`src/revo_link_pkg.sv`:
```
package revo_link_pkg;

	// ------------------------------------------------------------
	// frame numbering and link patterns
	// ------------------------------------------------------------

	// frames since reset, wraps
	typedef logic [15:0] frame_number_t;

	// one serializer word
	typedef logic [7:0] link_word_t;

	localparam link_word_t LINK_WORD_NULL = 8'b1100_0000;
	localparam link_word_t LINK_WORD_TRIGGER = 8'b0011_1111;

	// encoded triggers since reset
	typedef logic [15:0] trigger_count_t;

	// ------------------------------------------------------------
	// event queue
	// ------------------------------------------------------------

	typedef struct packed {
		frame_number_t frame_number;
	} revo_event_t;

	localparam int EVENT_FIFO_DEPTH = 4;
	localparam int EVENT_FIFO_PTR_WIDTH = $clog2(EVENT_FIFO_DEPTH);
	localparam int EVENT_FIFO_COUNT_WIDTH = $clog2(EVENT_FIFO_DEPTH + 1);

	typedef logic [EVENT_FIFO_PTR_WIDTH-1:0] fifo_ptr_t;
	typedef logic [EVENT_FIFO_COUNT_WIDTH-1:0] fifo_count_t;

	localparam fifo_ptr_t FIFO_LAST_SLOT = fifo_ptr_t'(EVENT_FIFO_DEPTH - 1);
	localparam fifo_count_t FIFO_FULL_COUNT = fifo_count_t'(EVENT_FIFO_DEPTH);

	// ------------------------------------------------------------
	// encoder FSM
	// ------------------------------------------------------------

	// state names the frame currently on the link
	typedef enum logic [1:0] {
		encoder_idle,
		encoder_trigger_frame,
		encoder_guard_frame
	} encoder_state_t;

endpackage

```
`src/revo_sample_pkg.sv`:
```
package revo_sample_pkg;

	// ------------------------------------------------------------
	// sampling geometry
	// ------------------------------------------------------------

	// marker samples delivered per clock127 cycle
	localparam int SAMPLES_PER_CYCLE = 4;

	// clock127 cycles in one decision frame
	localparam int CYCLES_PER_FRAME = 4;

	localparam int WINDOW_WIDTH = SAMPLES_PER_CYCLE * CYCLES_PER_FRAME;

	// earliest samples of the window that have to be quiet
	localparam int GUARD_HALF = 8;

	localparam int FRAME_PHASE_WIDTH = $clog2(CYCLES_PER_FRAME);

	// ------------------------------------------------------------
	// sample and phase types
	// ------------------------------------------------------------

	// bit 3 is the earliest sample of the cycle, bit 0 the latest
	typedef logic [SAMPLES_PER_CYCLE-1:0] sample_word_t;

	// bit 15 is the earliest sample of the frame, bit 0 the latest
	typedef logic [WINDOW_WIDTH-1:0] sample_window_t;

	// cycle index within a frame
	typedef logic [FRAME_PHASE_WIDTH-1:0] frame_phase_t;

	localparam frame_phase_t FIRST_PHASE = frame_phase_t'(0);
	localparam frame_phase_t LAST_PHASE = frame_phase_t'(CYCLES_PER_FRAME - 1);

endpackage
```
`src/revo_encoder_top.sv`:
```
`timescale 1ns/1ps

module revo_encoder_top
	import revo_sample_pkg::*;
	import revo_link_pkg::*;
(
	input  logic           clock127,
	input  logic           reset,
	input  sample_word_t   sample_word,
	output logic           encoded_clock_enable,
	output link_word_t     link_word,
	output frame_number_t  revo_frame,
	output trigger_count_t trigger_count,
	output logic           overflow
);

	logic        event_strobe;
	revo_event_t detected_event;
	logic        frame_start;
	revo_event_t head;
	logic        not_empty;
	logic        pop;

	// ------------------------------------------------------------
	// detector
	// ------------------------------------------------------------

	revo_window_detector revo_window_detector_inst (
		.clock127       (clock127),
		.reset          (reset),
		.sample_word    (sample_word),
		.event_strobe   (event_strobe),
		.detected_event (detected_event),
		.frame_start    (frame_start)
	);

	// ------------------------------------------------------------
	// event queue
	// ------------------------------------------------------------

	revo_event_fifo revo_event_fifo_inst (
		.clock127    (clock127),
		.reset       (reset),
		.write       (event_strobe),
		.write_event (detected_event),
		.pop         (pop),
		.head        (head),
		.not_empty   (not_empty),
		.overflow    (overflow)
	);

	// ------------------------------------------------------------
	// link encoder
	// ------------------------------------------------------------

	revo_trigger_encoder revo_trigger_encoder_inst (
		.clock127             (clock127),
		.reset                (reset),
		.frame_start          (frame_start),
		.head                 (head),
		.not_empty            (not_empty),
		.pop                  (pop),
		.encoded_clock_enable (encoded_clock_enable),
		.link_word            (link_word),
		.revo_frame           (revo_frame),
		.trigger_count        (trigger_count)
	);

endmodule

```
`src/revo_trigger_encoder.sv`:
```
`timescale 1ns/1ps

module revo_trigger_encoder
	import revo_link_pkg::*;
(
	input  logic           clock127,
	input  logic           reset,
	input  logic           frame_start,
	input  revo_event_t    head,
	input  logic           not_empty,
	output logic           pop,
	output logic           encoded_clock_enable,
	output link_word_t     link_word,
	output frame_number_t  revo_frame,
	output trigger_count_t trigger_count
);

	encoder_state_t state;
	logic           ready;

	// ------------------------------------------------------------
	// pop decision
	// ------------------------------------------------------------

	// a trigger frame always gets its guard frame first
	assign ready = (state != encoder_trigger_frame);

	// only at a frame boundary, so each link frame is one whole frame
	assign pop = frame_start && ready && not_empty;

	// ------------------------------------------------------------
	// frame sequencer
	// ------------------------------------------------------------

	always_ff @(posedge clock127) begin
		if (reset) begin
			state <= encoder_idle;
		end else if (frame_start) begin
			if (pop) begin
				state <= encoder_trigger_frame;
			end else begin
				unique case (state)
					encoder_trigger_frame: state <= encoder_guard_frame;
					encoder_guard_frame: state <= encoder_idle;
					default: state <= encoder_idle;
				endcase
			end
		end
	end

	// ------------------------------------------------------------
	// link outputs
	// ------------------------------------------------------------

	// forwarded clock edges are held back for the whole trigger frame
	always_ff @(posedge clock127) begin
		if (reset) begin
			link_word <= LINK_WORD_NULL;
			encoded_clock_enable <= 1'b1;
		end else if (frame_start) begin
			if (pop) begin
				link_word <= LINK_WORD_TRIGGER;
				encoded_clock_enable <= 1'b0;
			end else begin
				link_word <= LINK_WORD_NULL;
				encoded_clock_enable <= 1'b1;
			end
		end
	end

	// frame number of the event on the link, and the running total
	always_ff @(posedge clock127) begin
		if (reset) begin
			revo_frame <= '0;
			trigger_count <= '0;
		end else if (pop) begin
			revo_frame <= head.frame_number;
			trigger_count <= trigger_count + 1'b1;
		end
	end

endmodule

```
`src/revo_event_fifo.sv`:
```
`timescale 1ns/1ps

module revo_event_fifo
	import revo_link_pkg::*;
(
	input  logic        clock127,
	input  logic        reset,
	input  logic        write,
	input  revo_event_t write_event,
	input  logic        pop,
	output revo_event_t head,
	output logic        not_empty,
	output logic        overflow
);

	revo_event_t storage [EVENT_FIFO_DEPTH];
	fifo_ptr_t   read_ptr;
	fifo_ptr_t   write_ptr;
	fifo_count_t count;
	logic        full;
	logic        write_accept;
	logic        pop_accept;

	// occupancy at the start of the cycle decides, a pop does not make room
	assign full = (count == FIFO_FULL_COUNT);
	assign write_accept = write && !full;
	assign pop_accept = pop && not_empty;

	assign not_empty = (count != '0);
	assign head = storage[read_ptr];

	// ------------------------------------------------------------
	// pointers and occupancy
	// ------------------------------------------------------------

	always_ff @(posedge clock127) begin
		if (reset) begin
			read_ptr <= '0;
			write_ptr <= '0;
			count <= '0;
		end else begin
			if (write_accept) begin
				if (write_ptr == FIFO_LAST_SLOT) begin
					write_ptr <= '0;
				end else begin
					write_ptr <= write_ptr + 1'b1;
				end
			end
			if (pop_accept) begin
				if (read_ptr == FIFO_LAST_SLOT) begin
					read_ptr <= '0;
				end else begin
					read_ptr <= read_ptr + 1'b1;
				end
			end
			// both at once leaves the count alone
			case ({write_accept, pop_accept})
				2'b10: count <= count + 1'b1;
				2'b01: count <= count - 1'b1;
				default: count <= count;
			endcase
		end
	end

	// ------------------------------------------------------------
	// storage
	// ------------------------------------------------------------

	always_ff @(posedge clock127) begin
		if (write_accept) begin
			storage[write_ptr] <= write_event;
		end
	end

	// sticky until reset
	always_ff @(posedge clock127) begin
		if (reset) begin
			overflow <= 1'b0;
		end else if (write && full) begin
			overflow <= 1'b1;
		end
	end

endmodule

```
`src/revo_window_detector.sv`:
```
`timescale 1ns/1ps

module revo_window_detector
	import revo_sample_pkg::*;
	import revo_link_pkg::*;
(
	input  logic         clock127,
	input  logic         reset,
	input  sample_word_t sample_word,
	output logic         event_strobe,
	output revo_event_t  detected_event,
	output logic         frame_start
);

	sample_window_t window;
	sample_window_t window_next;
	frame_phase_t   phase;
	frame_number_t  frame_number;
	logic           last_phase;
	logic           early_quiet;
	logic           late_active;

	// ------------------------------------------------------------
	// window assembly
	// ------------------------------------------------------------

	// newest word enters at the bottom, so phase 0 lands in the top nibble
	assign window_next = {window[WINDOW_WIDTH-SAMPLES_PER_CYCLE-1:0], sample_word};

	assign last_phase = (phase == LAST_PHASE);

	// quiet first half, something in the second half
	assign early_quiet = ~|window_next[WINDOW_WIDTH-1 -: GUARD_HALF];
	assign late_active = |window_next[WINDOW_WIDTH-GUARD_HALF-1:0];

	always_ff @(posedge clock127) begin
		if (reset) begin
			window <= '0;
		end else begin
			window <= window_next;
		end
	end

	// ------------------------------------------------------------
	// frame phase and frame number
	// ------------------------------------------------------------

	always_ff @(posedge clock127) begin
		if (reset) begin
			phase <= FIRST_PHASE;
			frame_number <= '0;
		end else begin
			if (last_phase) begin
				phase <= FIRST_PHASE;
				frame_number <= frame_number + 1'b1;
			end else begin
				phase <= phase + 1'b1;
			end
		end
	end

	// ------------------------------------------------------------
	// decision registers
	// ------------------------------------------------------------

	// frame_start comes out of reset high since the first cycle is phase 0
	always_ff @(posedge clock127) begin
		if (reset) begin
			event_strobe <= 1'b0;
			frame_start <= 1'b1;
		end else begin
			event_strobe <= last_phase && early_quiet && late_active;
			frame_start <= last_phase;
		end
	end

	// number of the frame just completed, valid with event_strobe
	always_ff @(posedge clock127) begin
		if (last_phase) begin
			detected_event.frame_number <= frame_number;
		end
	end

endmodule

```
`config.mk`:
```
export PLATFORM = sky130hd
export DESIGN_NAME = revo_encoder_top
export DESIGN_NICKNAME = d
export VERILOG_FILES = /design/src/revo_link_pkg.sv /design/src/revo_sample_pkg.sv /design/src/revo_encoder_top.sv /design/src/revo_trigger_encoder.sv /design/src/revo_event_fifo.sv /design/src/revo_window_detector.sv
export SDC_FILE = /design/constraint.sdc
export NUM_CORES = 1
export LEC_CHECK = 0
export BUFFER_PORTS_ARGS = -buffer_cell sky130_fd_sc_hd__buf_4
export CORE_ASPECT_RATIO = 1.1
export CORE_MARGIN = 4
export CORE_UTILIZATION = 55
export DETAILED_ROUTE_END_ITERATION = 12
export GPL_TIMING_DRIVEN = 1
export PLACE_DENSITY_LB_ADDON = 0.08
export SYNTH_ARGS = -nofsm -noshare
export SYNTH_HDL_FRONTEND = slang
export SYNTH_SLANG_ARGS = --single-unit
```
`constraint.sdc`:
```
create_clock -name clock127 -period 6.6 [get_ports clock127]
set_input_delay 1.32 -clock clock127 [delete_from_list [all_inputs] [get_ports clock127]]
set_output_delay 1.32 -clock clock127 [all_outputs]
set_load 0.05 [all_outputs]
```
### After elaboration in Yosys (flattened, before gate mapping)

Memories as Yosys holds them, arrays and structs flattened. A register that Yosys moved wholly into a read port is not among the register bits.
Index checks and enable logic that the tools add are counted.

| operators by class | value |
|---|---|
| add/subtract/negate cells | 7 |
| eq/ne operators | 8 |
| multiplexer cells | 9 |
| reductions and logical operators | 14 |

Operators by type and width:

| cell | count |
|---|---|
| adder 16 x 1 -> 16 bit (second input constant) | 2 |
| OR reduction 8 bit | 2 |
| equality test 2 bit (second input constant) | 4 |
| 2-to-1 mux 2 bit | 4 |
| 2-to-1 mux 8 bit | 1 |
| logical AND 1 bit | 7 |
| adder 2 x 1 -> 2 bit (second input constant) | 3 |
| case mux 3 bit (2 select lines) | 1 |
| equality test 2 x 1 -> 1 bit (second input constant) | 2 |
| adder 3 x 1 -> 3 bit (second input constant) | 1 |
| equality test 3 bit (second input constant) | 1 |
| 2-to-1 mux 1 bit | 3 |
| nonzero test 3 bit | 1 |
| subtractor 3 x 1 -> 3 bit (second input constant) | 1 |
| zero test 1 bit | 2 |
| != test 2 x 1 -> 1 bit (second input constant) | 1 |
| nonzero test 2 bit | 1 |
| OR reduction 2 bit | 1 |

| storage, ports and cells | value |
|---|---|
| register bits after elaboration | 83 |
| bits in writable memories | 64 |
| input bits | 6 |
| output and inout port bits | 42 |
| logic and storage cells | 53 |
| memories kept | 1 |

Memory list:

| memory | words | width | rd ports | clocked after Yosys merged registers in | wr ports | line | RTL |
|---|---|---|---|---|---|---|---|
| revo_event_fifo_inst.storage | 4 | 16 | 1 | 1 | 1 | revo_event_fifo.sv:16 | `revo_event_t storage [EVENT_FIFO_DEPTH];` |

### Depth between registers and ports, before layout

Gate-level depths: netlist (run 1).

| logic depth | value |
|---|---|
| depth after elaboration | 6 |
| gate-level depth with buffers | 9 |
| depth with buffers taken out | 8 |

### By module

Synthesis (run 1) repeated with hierarchy kept, for this count alone.

| unflattened totals | value |
|---|---|
| cells, all modules | 455 |
| area, all modules | 5983.2 um^2 |

By module, submodules not included:

| module | times used | cells each | area an instance (um^2) | seq. area each (um^2) |
|---|---|---|---|---|
| revo_event_fifo | 1 | 138 | 2820.2 | 2122.0 |
| revo_window_detector | 1 | 140 | 1721.7 | 1121.1 |
| revo_trigger_encoder | 1 | 177 | 1441.4 | 700.7 |

### Worst setup path after synthesis (run 1)

Ideal clock, no wire load.

| timing | value |
|---|---|
| path type | reg-to-reg |
| start point | register revo_event_fifo_inst.count[0] |
| end point | register revo_event_fifo_inst.count[2] |
| library setup time | 0.070 ns |
| arrival | 2.411 ns |
| data required time | 6.530 ns |
| path slack | 4.118 ns |
| cell stages (with the launch flop) | 10 |
| buffers on the path | 1 |
| clock period less this slack | 2.482 ns |
| cell sequence | dfxtp_1 or3_1 nand3_1 inv_1 clkbuf_1 ha_1 fa_1 xnor2_1 or3_1 a21oi_1 |

| between the ends | value |
|---|---|
| longest elaborated chain between the ends | 5 |
| elaborated cells on any way between the ends | 12 |
| those cells by class | add/sub (2); eq/ne (3); mux (1); reduce/logical (6) |

Ends and longest elaborated chain:

| element | line | RTL |
|---|---|---|
| start, declared | revo_event_fifo.sv:19 | `fifo_count_t count;` |
| start signal, assigned | revo_event_fifo.sv:58 | `2'b10: count <= count + 1'b1;` |
| start signal, assigned | revo_event_fifo.sv:59 | `2'b01: count <= count - 1'b1;` |
| start signal, assigned | revo_event_fifo.sv:60 | `default: count <= count;` |
| nonzero test 3 bit * | revo_event_fifo.sv:29 | `assign not_empty = (count != '0);` |
| logical AND 1 bit * | revo_trigger_encoder.sv:29 | `assign pop = frame_start && ready && not_empty;` |
| net pop | revo_encoder_top.sv:22 | `logic pop;` |
| logical AND 1 bit * | revo_event_fifo.sv:27 | `assign pop_accept = pop && not_empty;` |
| equality test 2 x 1 -> 1 bit / equality test 2 bit (equally long branches) | revo_event_fifo.sv:57 | `case ({write_accept, pop_accept})` |
| case mux 3 bit (2 select lines) / nonzero test 2 bit (equally long branches) | - |  |

The timed path passes the listed nets; every way through them passes the cells marked *.
A chain may end at the register's enable or synchronous reset.

### Worst setup path in the final report (run 1)

| timing | value |
|---|---|
| start point | register revo_event_fifo_inst.count[0] |
| end point | register revo_event_fifo_inst.count[2] |

| between the ends | value |
|---|---|
| longest elaborated chain between the ends | 5 |
| elaborated cells on any way between the ends | 12 |
| those cells by class | add/sub (2); eq/ne (3); mux (1); reduce/logical (6) |

Ends and longest elaborated chain:

| element | line |
|---|---|
| equality test 3 bit / nonzero test 3 bit (equally long branches) | revo_event_fifo.sv:25, revo_event_fifo.sv:29 |
| zero test 1 bit / logical AND 1 bit (equally long branches) | revo_event_fifo.sv:26, revo_trigger_encoder.sv:29 |
| logical AND 1 bit (on tied branches) | revo_event_fifo.sv:26, revo_event_fifo.sv:27 |
| equality test 2 x 1 -> 1 bit / equality test 2 bit (equally long branches) | revo_event_fifo.sv:57 |
| case mux 3 bit (2 select lines) / nonzero test 2 bit (equally long branches) | - |

Several ways; a longest one is shown, not always the timed one.

==> metrics.txt, run 1 <==
Hold Path Sink=revo_window_detector_inst.phase[0]; post_cts resized=0; CP max stage delay=0.46 ns; Top Family by Delay on Critical Path=simple AND/OR/NAND/NOR gates; core area=around 10000 um^2; Post-Syn Instances=around 450; CTS tree=yes; Hold Crit Start=revo_window_detector_inst.phase[0]; TritonCTS sink count=155; Net count, final=499; cell leakage power=2.355 nW; Root Buffer=clkbuf_16; DR DRC count=0; HP Class=register to register; PD cells=roughly 300 nW/um^2; # hold bufs at CTS=0; Cell Chain, Critical Path=or3_1, nand3_1, buf_4, inv_1, ha_1, fa_1, xnor2_1, or3_1, a21oi_1; first-pass GRT wire length=16.03 mm; Clk Latency, worst-skew pair=about 0.4 ns; cell mode on critical path=or3_1; PortBufs=47; dominant synthesized flop cell=edfxtp_1; Critical-path top delay cell=fa_1; Post-Syn Nets=about 460; register-to-register setup slack=3.61 ns; Final HPWL DP=6.108 mm; placed insts=607; Clock Tree Buf Depth=2; final setup violation count=0; Mapped Area=5866 um^2; commonest non-fill, non-tap cell in the layout=edfxtp_1; Final Cycle Share=0.4537; max-cap viol count=0; post-synthesis sequential area ratio=0.6655; GRT Total Usage=0.1689; f_max=0.3340 GHz; final wirelength=9.427 mm; initial antenna violation count=0; VDD IR max=0.1645 mV; grt total ovfl=0; Layout Skew=0.004983 ns; Die H=116.3 um; CP Buf/Inv Count=2; reg2reg end=revo_event_fifo_inst.count[2]; fin area=6807 um^2; actual slew at the worst max-slew pin=0.9876 ns; H-tree depth=4; Setup crit start=revo_event_fifo_inst.count[0]; fin cells=639; Initial Utilization=0.5643; share of post-route cells with drive strength above 1=0.1935; largest net degree at the start of global routing=74; Critical R2R Launch=revo_event_fifo_inst.count[0]; Worst Path Required=6.94 ns; crit path kind=register to register; vias in the first global route=3217; synth unique cells=37; DIE AREA=12380 um^2; Final Hold Viols=0; #FFs+latches synth=155; initial DRC count=154; Worst Setup End Kind=register; Slew headroom=0.3416; # diodes=0; Hold Crit Depth=1; fillcell total=a little under 800; Final GP Congestion=about 0.76; Slew Limit Fails=0; # IOs=48; most frequent cells in the layout=edfxtp_1, dfxtp_1, buf_4, nand2_1, a21oi_1; EDFF count, synth=80; worst-case reg-to-reg path depth=9; Util after Layout=0.6549; clock-pin transition on the worst setup and hold timing paths=around 0.06 ns; status=finished clean; Layout area overhead=16.04%; total CTS buffers=17; total number of vias=3373; Placed Area=roughly 6200 um^2; setup_tns=0 ns; startpoint types=register; Vias/cell=~5.3; WHS=0.4320 ns; setup bufs post-CTS=0; drt pass-1 iters=4; RSZ-0062 raised after global routing=no; synth warn=0; drt wl/cell=14.75 um; num rows=39; Die X=106.5 um; ys async rst share=0; Max FO, Critical Path=24; crit path DAT=between 3 and 4 ns; Tmin final=approximately 3 ns; syn_area_per_cell=13.18 um^2; antenna viol nets, final=0
how the worst max path moves through the flow:
stage                                                to  slack [ns]  cells past startpoint
after global placement    revo_event_fifo_inst.count[2]        3.73                      9
after CTS                 revo_event_fifo_inst.count[2]        3.59                      9
after detailed placement  revo_event_fifo_inst.count[2]        3.61                      9
final                     revo_event_fifo_inst.count[2]        3.61                      9
after global routing      revo_event_fifo_inst.count[2]        3.44                      9
after floorplan           revo_event_fifo_inst.count[2]        4.12                      9
cell type report:
cell class                 count  area [um^2]  area share
multi-input combinational    251         1765      0.2594
inverter                       9        33.78    0.004963
timing repair buffer          49        367.9     0.05404
tap                          143        178.9     0.02629
clock inverter                 7        91.34     0.01342
clock buffer                  25        465.4     0.06838
sequential                   155         3904      0.5735
through the flow:
stage | power (mW) | setup WS (ns)
6_report | 2.006 | 3.606
5_1_grt | 2.084 | 3.439
4_1_cts | 2.029 | 3.586
3_5_place_dp | 1.124 | 3.607
3_3_place_gp | 1.122 | 3.727
2_1_floorplan | 1.106 | 4.118
routing by layer:
metal | part of all wire | GRT usage | up-vias
li1 | - | - | 1689
met1 | 0.46 | 0.2207 | 1607
met2 | 0.48 | 0.2674 | 64
met3 | 0.045 | 0.05694 | 13
met4 | 0.015 | 0.06053 | 0
met5 | 0 | 0 | -
sequential cells by signal, summed over array words and instances (netlist names):
name / cells
revo_event_fifo_inst.count: 3
revo_event_fifo_inst.overflow: 1
revo_event_fifo_inst.read_ptr: 2
revo_event_fifo_inst.storage: 64
revo_event_fifo_inst.write_ptr: 2
revo_trigger_encoder_inst.link_word: 2
revo_trigger_encoder_inst.revo_frame: 16
revo_trigger_encoder_inst.state: 1
revo_trigger_encoder_inst.trigger_count: 16
revo_window_detector_inst.detected_event: 16
revo_window_detector_inst.event_strobe: 1
revo_window_detector_inst.frame_number: 16
revo_window_detector_inst.frame_start: 1
revo_window_detector_inst.phase: 2
revo_window_detector_inst.window: 12
synthesized netlist by cell type (2+ instances only):
cell type	number	share of area
or3_1	10	0.011
and4_1	4	0.0060
nand4_2	3	0.0064
nand2b_1	3	0.0032
nand2_1	46	0.029
buf_4	11	0.014
and2_1	5	0.0053
mux4_2	16	0.061
or4_1	9	0.012
nor2_1	25	0.016
nand4_1	7	0.0075
nor2b_1	12	0.013
inv_1	9	0.0058
and3_1	2	0.0021
ha_1	9	0.019
dfxtp_1	75	0.26
mux2i_1	4	0.0068
xor2_1	6	0.0090
edfxtp_1	80	0.41
o21ai_0	9	0.0077
xnor2_1	9	0.013
nor4_1	6	0.0064
buf_2	7	0.0060
a21oi_1	39	0.033
nand3_1	9	0.0077
clkbuf_1	11	0.0070
o31ai_1	9	0.012
logic make-up (layout without fill, tap and decap cells):
kind of cell	count (synthesis)	after routing	synth area share
buffers and inverters	39	90	0.03349
adders and majority gates	10	10	0.02261
DFF	155	155	0.6655
muxes	21	21	0.07018
xor gates and xnor gates	15	15	0.02240
and+or+nand+nor	145	145	0.1297
AOI/OAI and AO/OA	60	60	0.05610
where the power goes:
group          total (mW)  leakage (nW)  internal (mW)  switching, mW
Clock               0.903         0.269          0.565          0.338
Sequential           1.04          1.33           1.02         0.0104
Combinational      0.0672         0.753         0.0237         0.0435
Total                2.01          2.35           1.61          0.392
Note: power is estimated with default switching activity, not from simulation.
==> run 2: changes to the inputs <==
Settings changed: CORE_UTILIZATION 55 to 53.
Clock period 6.6 ns to 2.6 ns, I/O delays scaled along.
==> run 2 against run 1 <==
Sequential share of layout area fell by 0.71 points. Setup slack worse by 3.4 ns. Register-to-register slack worse by 3.4 ns. Via count increased by 3.3%. Critical path type unchanged. Final cell count up 1.9%. Largest power group unchanged. Count of clock-buffer cells in the layout shrank 6. Worst hold slack worse by 0.10 ns. Non-clock buffer count grew 8.
==> metrics.txt, run 2 (same netlist as run 1, synthesis figures left out) <==
status=finished clean; total CTS buffers=17 (unchanged); Die H=118.3 um (+1.7%); clock-pin transition on the worst setup and hold timing paths=0.06 ns (about the same); final wirelength=10.00 mm (+6.1%); H-tree depth=4 (unchanged); # hold bufs at CTS=0 (unchanged); DR WL met2=4.893 mm (+7.3%); grt total ovfl=0 (unchanged); Worst Path Required=2.94 ns (-4.00 ns); Layout area overhead=17.49%; post_cts resized=0 (unchanged); Worst Setup End Kind=register; Util after Layout=0.6346 (-0.02031); f_max=0.4264 GHz (+28%); RSZ-0062 raised after global routing=no; Biggest register=revo_event_fifo_inst.storage; Final Cycle Share=0.9020 (+0.4483); initial antenna violation count=0 (unchanged); total number of vias=3484 (+3.3%); uppermost layer routed=met4; largest net degree at the start of global routing=74 (unchanged); core area=10860 um^2 (+4.5%); PortBufs=47 (unchanged); drt pass-1 iters=4 (unchanged); Clock Tree Buf Depth=2 (unchanged); actual slew at the worst max-slew pin=0.7607 ns (-0.2268 ns); share of post-route cells with drive strength above 1=0.2163 (+0.02272); DIE AREA=12820 um^2 (+3.5%); # diodes=0 (unchanged); PD cells=750.0 nW/um^2 (+150%); Slew Limit Fails=0 (unchanged); crit path kind=register to register; worst-case reg-to-reg path depth=8 (-1); max reg flops=64 (unchanged); Die X=108.3 um (+1.7%); Slew headroom=0.4928 (+0.1512); GRT Total Usage=0.1725 (+0.003622); final setup violation count=0 (unchanged); setup bufs post-CTS=0 (unchanged); Final Hold Viols=0 (unchanged); Root Buffer=clkbuf_16; Hold Crit Depth=2 (+1); DR DRC count=0 (unchanged); vias in the first global route=3425 (+6.5%); most frequent cells in the layout=edfxtp_1, dfxtp_1, buf_4, nand2_1, a21oi_1; startpoint types=register; CTS tree=yes; Max FO, Critical Path=4 (-83%); commonest non-fill, non-tap cell in the layout=edfxtp_1; HP Class=input pin to register; antenna viol nets, final=0 (unchanged); fin cells=651 (+1.9%); routed length on met3=434 um (+3.1%); first-pass GRT wire length=16.95 mm (+5.8%); VDD IR max=0.3459 mV (+110%); setup_tns=0 ns (unchanged); Layout Skew=0.005967 ns (+0.0009840 ns); num rows=40 (+2.6%); cell leakage power=2.399 nW (+1.9%); crit path DAT=2.68 ns (-0.65 ns); drt wl/cell=15.36 um (+4.1%); Final HPWL DP=6.273 mm (+2.7%); Routed met1 length=4.525 mm (+5.1%); TritonCTS sink count=155 (unchanged); Final GP Congestion=0.7605 (+0.46%); Initial Utilization=0.5401 (-0.02425); max-cap viol count=0 (unchanged); Clk Latency, worst-skew pair=0.42 ns (about the same); Tmin final=2.345 ns (-0.6493 ns); initial DRC count=192 (+25%); # IOs=48 (unchanged); placed insts=619 (+2.0%); Vias/cell=5.352 (+1.4%); Net count, final=507 (+1.6%)
-- run 2: cell count changes in the layout (fill, tap and decap cells not counted) --
cell	change
buf_4	+8
clkbuf_1	-5
clkbuf_8	-1
clkinv_2	-1
clkinv_4	+2
clkinvlp_4	+3
inv_6	+2
-- run 2: final cells by class --
type	count	area, um^2
well taps	147	183.9
multi-input cells	251	1765
flip-flops and latches	155	3904
repair buffers	57	427.9
fillers	850	3969
inverters	9	33.78
clock buffers	19	432.9
clock inverters	13	143.9
-- run 2: metrics by stage --
step / hold slack, ns / total power [mW] / instance area, um^2 / setup slack [ns]
floorplan: 0.3966 / 2.808 / 5866 / 0.1182
global placement: 0.4063 / 2.850 / 6315 / 0.3441
detailed placement: 0.4142 / 2.856 / 6315 / 0.2734
CTS: 0.3062 / 5.225 / 6892 / 0.2519
global route: 0.3170 / 5.355 / 6892 / 0.1195
finish: 0.3288 / 5.169 / 6892 / 0.2549
-- run 2: path summary, 6_finish.rpt --
path / to / slack (ns) / startpoint
max reg2reg: revo_event_fifo_inst.count[2] / 0.25 / revo_event_fifo_inst.count[0]
min: revo_window_detector_inst.window[3] / 0.33 / sample_word[3]
max: revo_event_fifo_inst.count[2] / 0.25 / revo_event_fifo_inst.count[0]
min reg2reg: revo_window_detector_inst.phase[0] / 0.42 / revo_window_detector_inst.phase[0]
-- run 2: where the power goes --
group / switching (mW) / internal [mW]
Combinational: 0.113 / 0.0626
Clock: 0.950 / 1.42
Sequential: 0.0254 / 2.60
-- run 2: routing by layer --
layer / vias to the layer above / GRT usage
li1: 1715 / -
met4: 0 / 0.06709
met3: 12 / 0.05298
met2: 60 / 0.2694
met5: - / 0
met1: 1697 / 0.2256
-- run 2: worst max-delay path: stages, from the launching register on --
cell	delay (ns)
dfxtp_1	0.34
or3_1	0.44
nand3_1	0.13
inv_1	0.06
ha_1	0.25
fa_1	0.46
xnor2_1	0.15
or3_1	0.30
a21oi_1	0.15
==> run 3: changes to the inputs <==
Settings changed: CORE_UTILIZATION 53 to 55.
Clock period 2.6 ns to 2.3 ns, I/O delays scaled along.
==> run 3 against run 2 <==
Die area decreased by 3.4%. Total power up 16%. Flip-flop and latch count unchanged. Combinational power grew 18%. Final cell count decreased by 0.15%. Fmax is 7.4% higher. Sequential share of layout area decreased by 0.60 points. Non-clock buffer count grew 3. Cell area up 1.1%. Worst hold slack got worse by 0.065 ns. Largest power group unchanged.
==> metrics.txt, run 3 (same netlist as run 1, synthesis figures left out) <==
Root Buffer=clkbuf_16; Placed Area=6352 um^2 (+0.59%); Slew Limit Fails=0 (unchanged); status=finished clean; worst-case reg-to-reg path depth=8 (unchanged); RSZ-0062 raised after global routing=no; fin area=6965 um^2 (+1.1%); Vias/cell=5.305 (-0.88%); Worst Setup End Kind=register; Slew headroom=0.5098 (+0.01697); cell leakage power=2.430 nW (+1.3%); CTS tree=yes; num rows=39 (-2.5%); crit path DAT=2.52 ns (-0.16 ns); startpoint types=register; PortBufs=47 (unchanged); Util after Layout=0.6702 (+0.03560); clock-pin transition on the worst setup and hold timing paths=0.06 ns (about the same); fillcell total=753 (-11%); Die X=106.5 um (-1.7%); commonest non-fill, non-tap cell in the layout=edfxtp_1; CP max stage delay=0.43 ns (-0.03 ns); register-to-register setup slack=0.12 ns (-0.14 ns); Critical R2R Launch=revo_event_fifo_inst.count[2]; drt pass-1 iters=5 (+1); Biggest register=revo_event_fifo_inst.storage; placed insts=618 (-0.16%); Placement Setup Slack=0.07151 ns (-0.2019 ns); Worst path depth=8 (unchanged); Worst Path Required=2.64 ns (-0.30 ns); antenna viol nets, final=0 (unchanged); actual slew at the worst max-slew pin=0.7353 ns (-0.02546 ns); initial antenna violation count=0 (unchanged); Max FO, Critical Path=5 (+1); PD cells=863.2 nW/um^2 (+15%); setup bufs post-CTS=0 (unchanged); crit path kind=register to register; largest net degree at the start of global routing=74 (unchanged); max-cap viol count=0 (unchanged); total CTS buffers=17 (unchanged); Final Hold Viols=0 (unchanged); HP Class=input pin to register; Top Family by Delay on Critical Path=simple AND/OR/NAND/NOR gates; drt wl/cell=15.21 um (-1.0%); Net count, final=510 (+0.59%); CP Buf/Inv Count=1 (unchanged); reg2reg end=revo_event_fifo_inst.count[2]; Clock Tree Buf Depth=2 (unchanged); TritonCTS sink count=155 (unchanged); VDD IR max=0.4824 mV (+39%); Setup crit end=revo_event_fifo_inst.count[2]; Layout Skew=0.007876 ns (+0.001909 ns); Initial Utilization=0.5643 (+0.02425); Critical-path top delay cell=or3_4; Final HPWL DP=6.327 mm (+0.87%); Clk Latency, worst-skew pair=0.42 ns (about the same); Tmin final=2.183 ns (-0.1624 ns); Cell Chain, Critical Path=or3_4, nand3_4, inv_1, ha_2, fa_2, xnor2_1, or3_1, a21oi_2; grt total ovfl=0 (unchanged); initial DRC count=167 (-13%); DIE AREA=12380 um^2 (-3.4%); max reg flops=64 (unchanged); Final GP Congestion=0.7230 (-4.9%); first-pass GRT wire length=16.39 mm (-3.3%); Die H=116.3 um (-1.7%); final wirelength=9.884 mm (-1.2%); Setup crit start=revo_event_fifo_inst.count[2]; DR DRC count=0 (unchanged); f_max=0.4581 GHz (+7.4%); Layout area overhead=18.75%; setup_tns=0 ns (unchanged); Final Cycle Share=0.9490 (+0.04705); # IOs=48 (unchanged); # diodes=0 (unchanged); core area=10390 um^2 (-4.3%); H-tree depth=4 (unchanged); total number of vias=3448 (-1.0%); final setup violation count=0 (unchanged); most frequent cells in the layout=edfxtp_1, dfxtp_1, buf_4, nand2_1, a21oi_1; worst setup margin=0.1172 ns (-0.1376 ns); share of post-route cells with drive strength above 1=0.2249 (+0.008582); GRT Total Usage=0.1742 (+0.001648); vias in the first global route=3321 (-3.0%); fin cells=650 (-0.15%)
[run 3: cell count changes in the layout (fill, tap and decap cells not counted), moves of 2 or more]
cell,previous run,this run
clkinv_4,3,1
bufinv_16,2,4
clkinv_1,0,3
buf_4,57,60
clkinvlp_4,4,2
[run 3: routing by layer]
metal  vias up  track usage  routed length [um]
met4         0      0.08781                 229
li1       1713            -                   -
met5         -            0                   0
met1      1653       0.2224                4478
met3        22      0.04146                 348
met2        60       0.2822                4829
[run 3: through the flow]
| step | power [mW] | hold slack, ns |
|---|---|---|
| floorplan | 3.179 | 0.3966 |
| global route | 6.221 | 0.2519 |
| finish | 6.013 | 0.2639 |
| detailed placement | 3.237 | 0.4134 |
| global placement | 3.230 | 0.4061 |
| CTS | 6.069 | 0.2490 |
[run 3: worst reg2reg max path, cell delays in order (launching register included)]
cell and delay, ns:
dfxtp_1 0.34, or3_4 0.43, nand3_4 0.09, inv_1 0.06, ha_2 0.20, fa_2 0.38, xnor2_1 0.14, or3_1 0.33
a21oi_2 0.14
[run 3: power breakdown]
group          total, mW  switching (mW)  internal (mW)  leakage (nW)
logic              0.208           0.132         0.0766         0.808
clock network       2.84            1.03           1.80         0.290
registers           2.97          0.0277           2.94          1.33
[run 3: final cells by class]
type / instances / area [um^2] / area share
Clock buffer: 19 / 432.9 / 0.06215
Sequential cell: 155 / 3904 / 0.5604
Tap cell: 143 / 178.9 / 0.02569
Clock inverter: 13 / 173.9 / 0.02497
Multi-Input combinational cell: 251 / 1792 / 0.2572
Inverter: 9 / 33.78 / 0.004850
Timing Repair Buffer: 60 / 450.4 / 0.06467
[run 3: how the worst min path moves through the flow]
stage,startpoint,depth (start not counted),slack [ns],to
3_5_place_dp,revo_window_detector_inst.phase[0],1,0.41,revo_window_detector_inst.phase[0]
4_1_cts,sample_word[1],2,0.25,revo_window_detector_inst.window[1]
6_report,sample_word[1],2,0.26,revo_window_detector_inst.window[1]
5_1_grt,sample_word[2],2,0.25,revo_window_detector_inst.window[2]
2_1_floorplan,revo_window_detector_inst.phase[0],1,0.40,revo_window_detector_inst.phase[0]
3_3_place_gp,revo_window_detector_inst.phase[0],1,0.41,revo_window_detector_inst.phase[0]
[run 3: timing repair]
action | 4_1_cts | 5_1_grt
hold buffers | 0 | 0
setup endpoints to repair | 0 | 1
resized for setup | 0 | 2
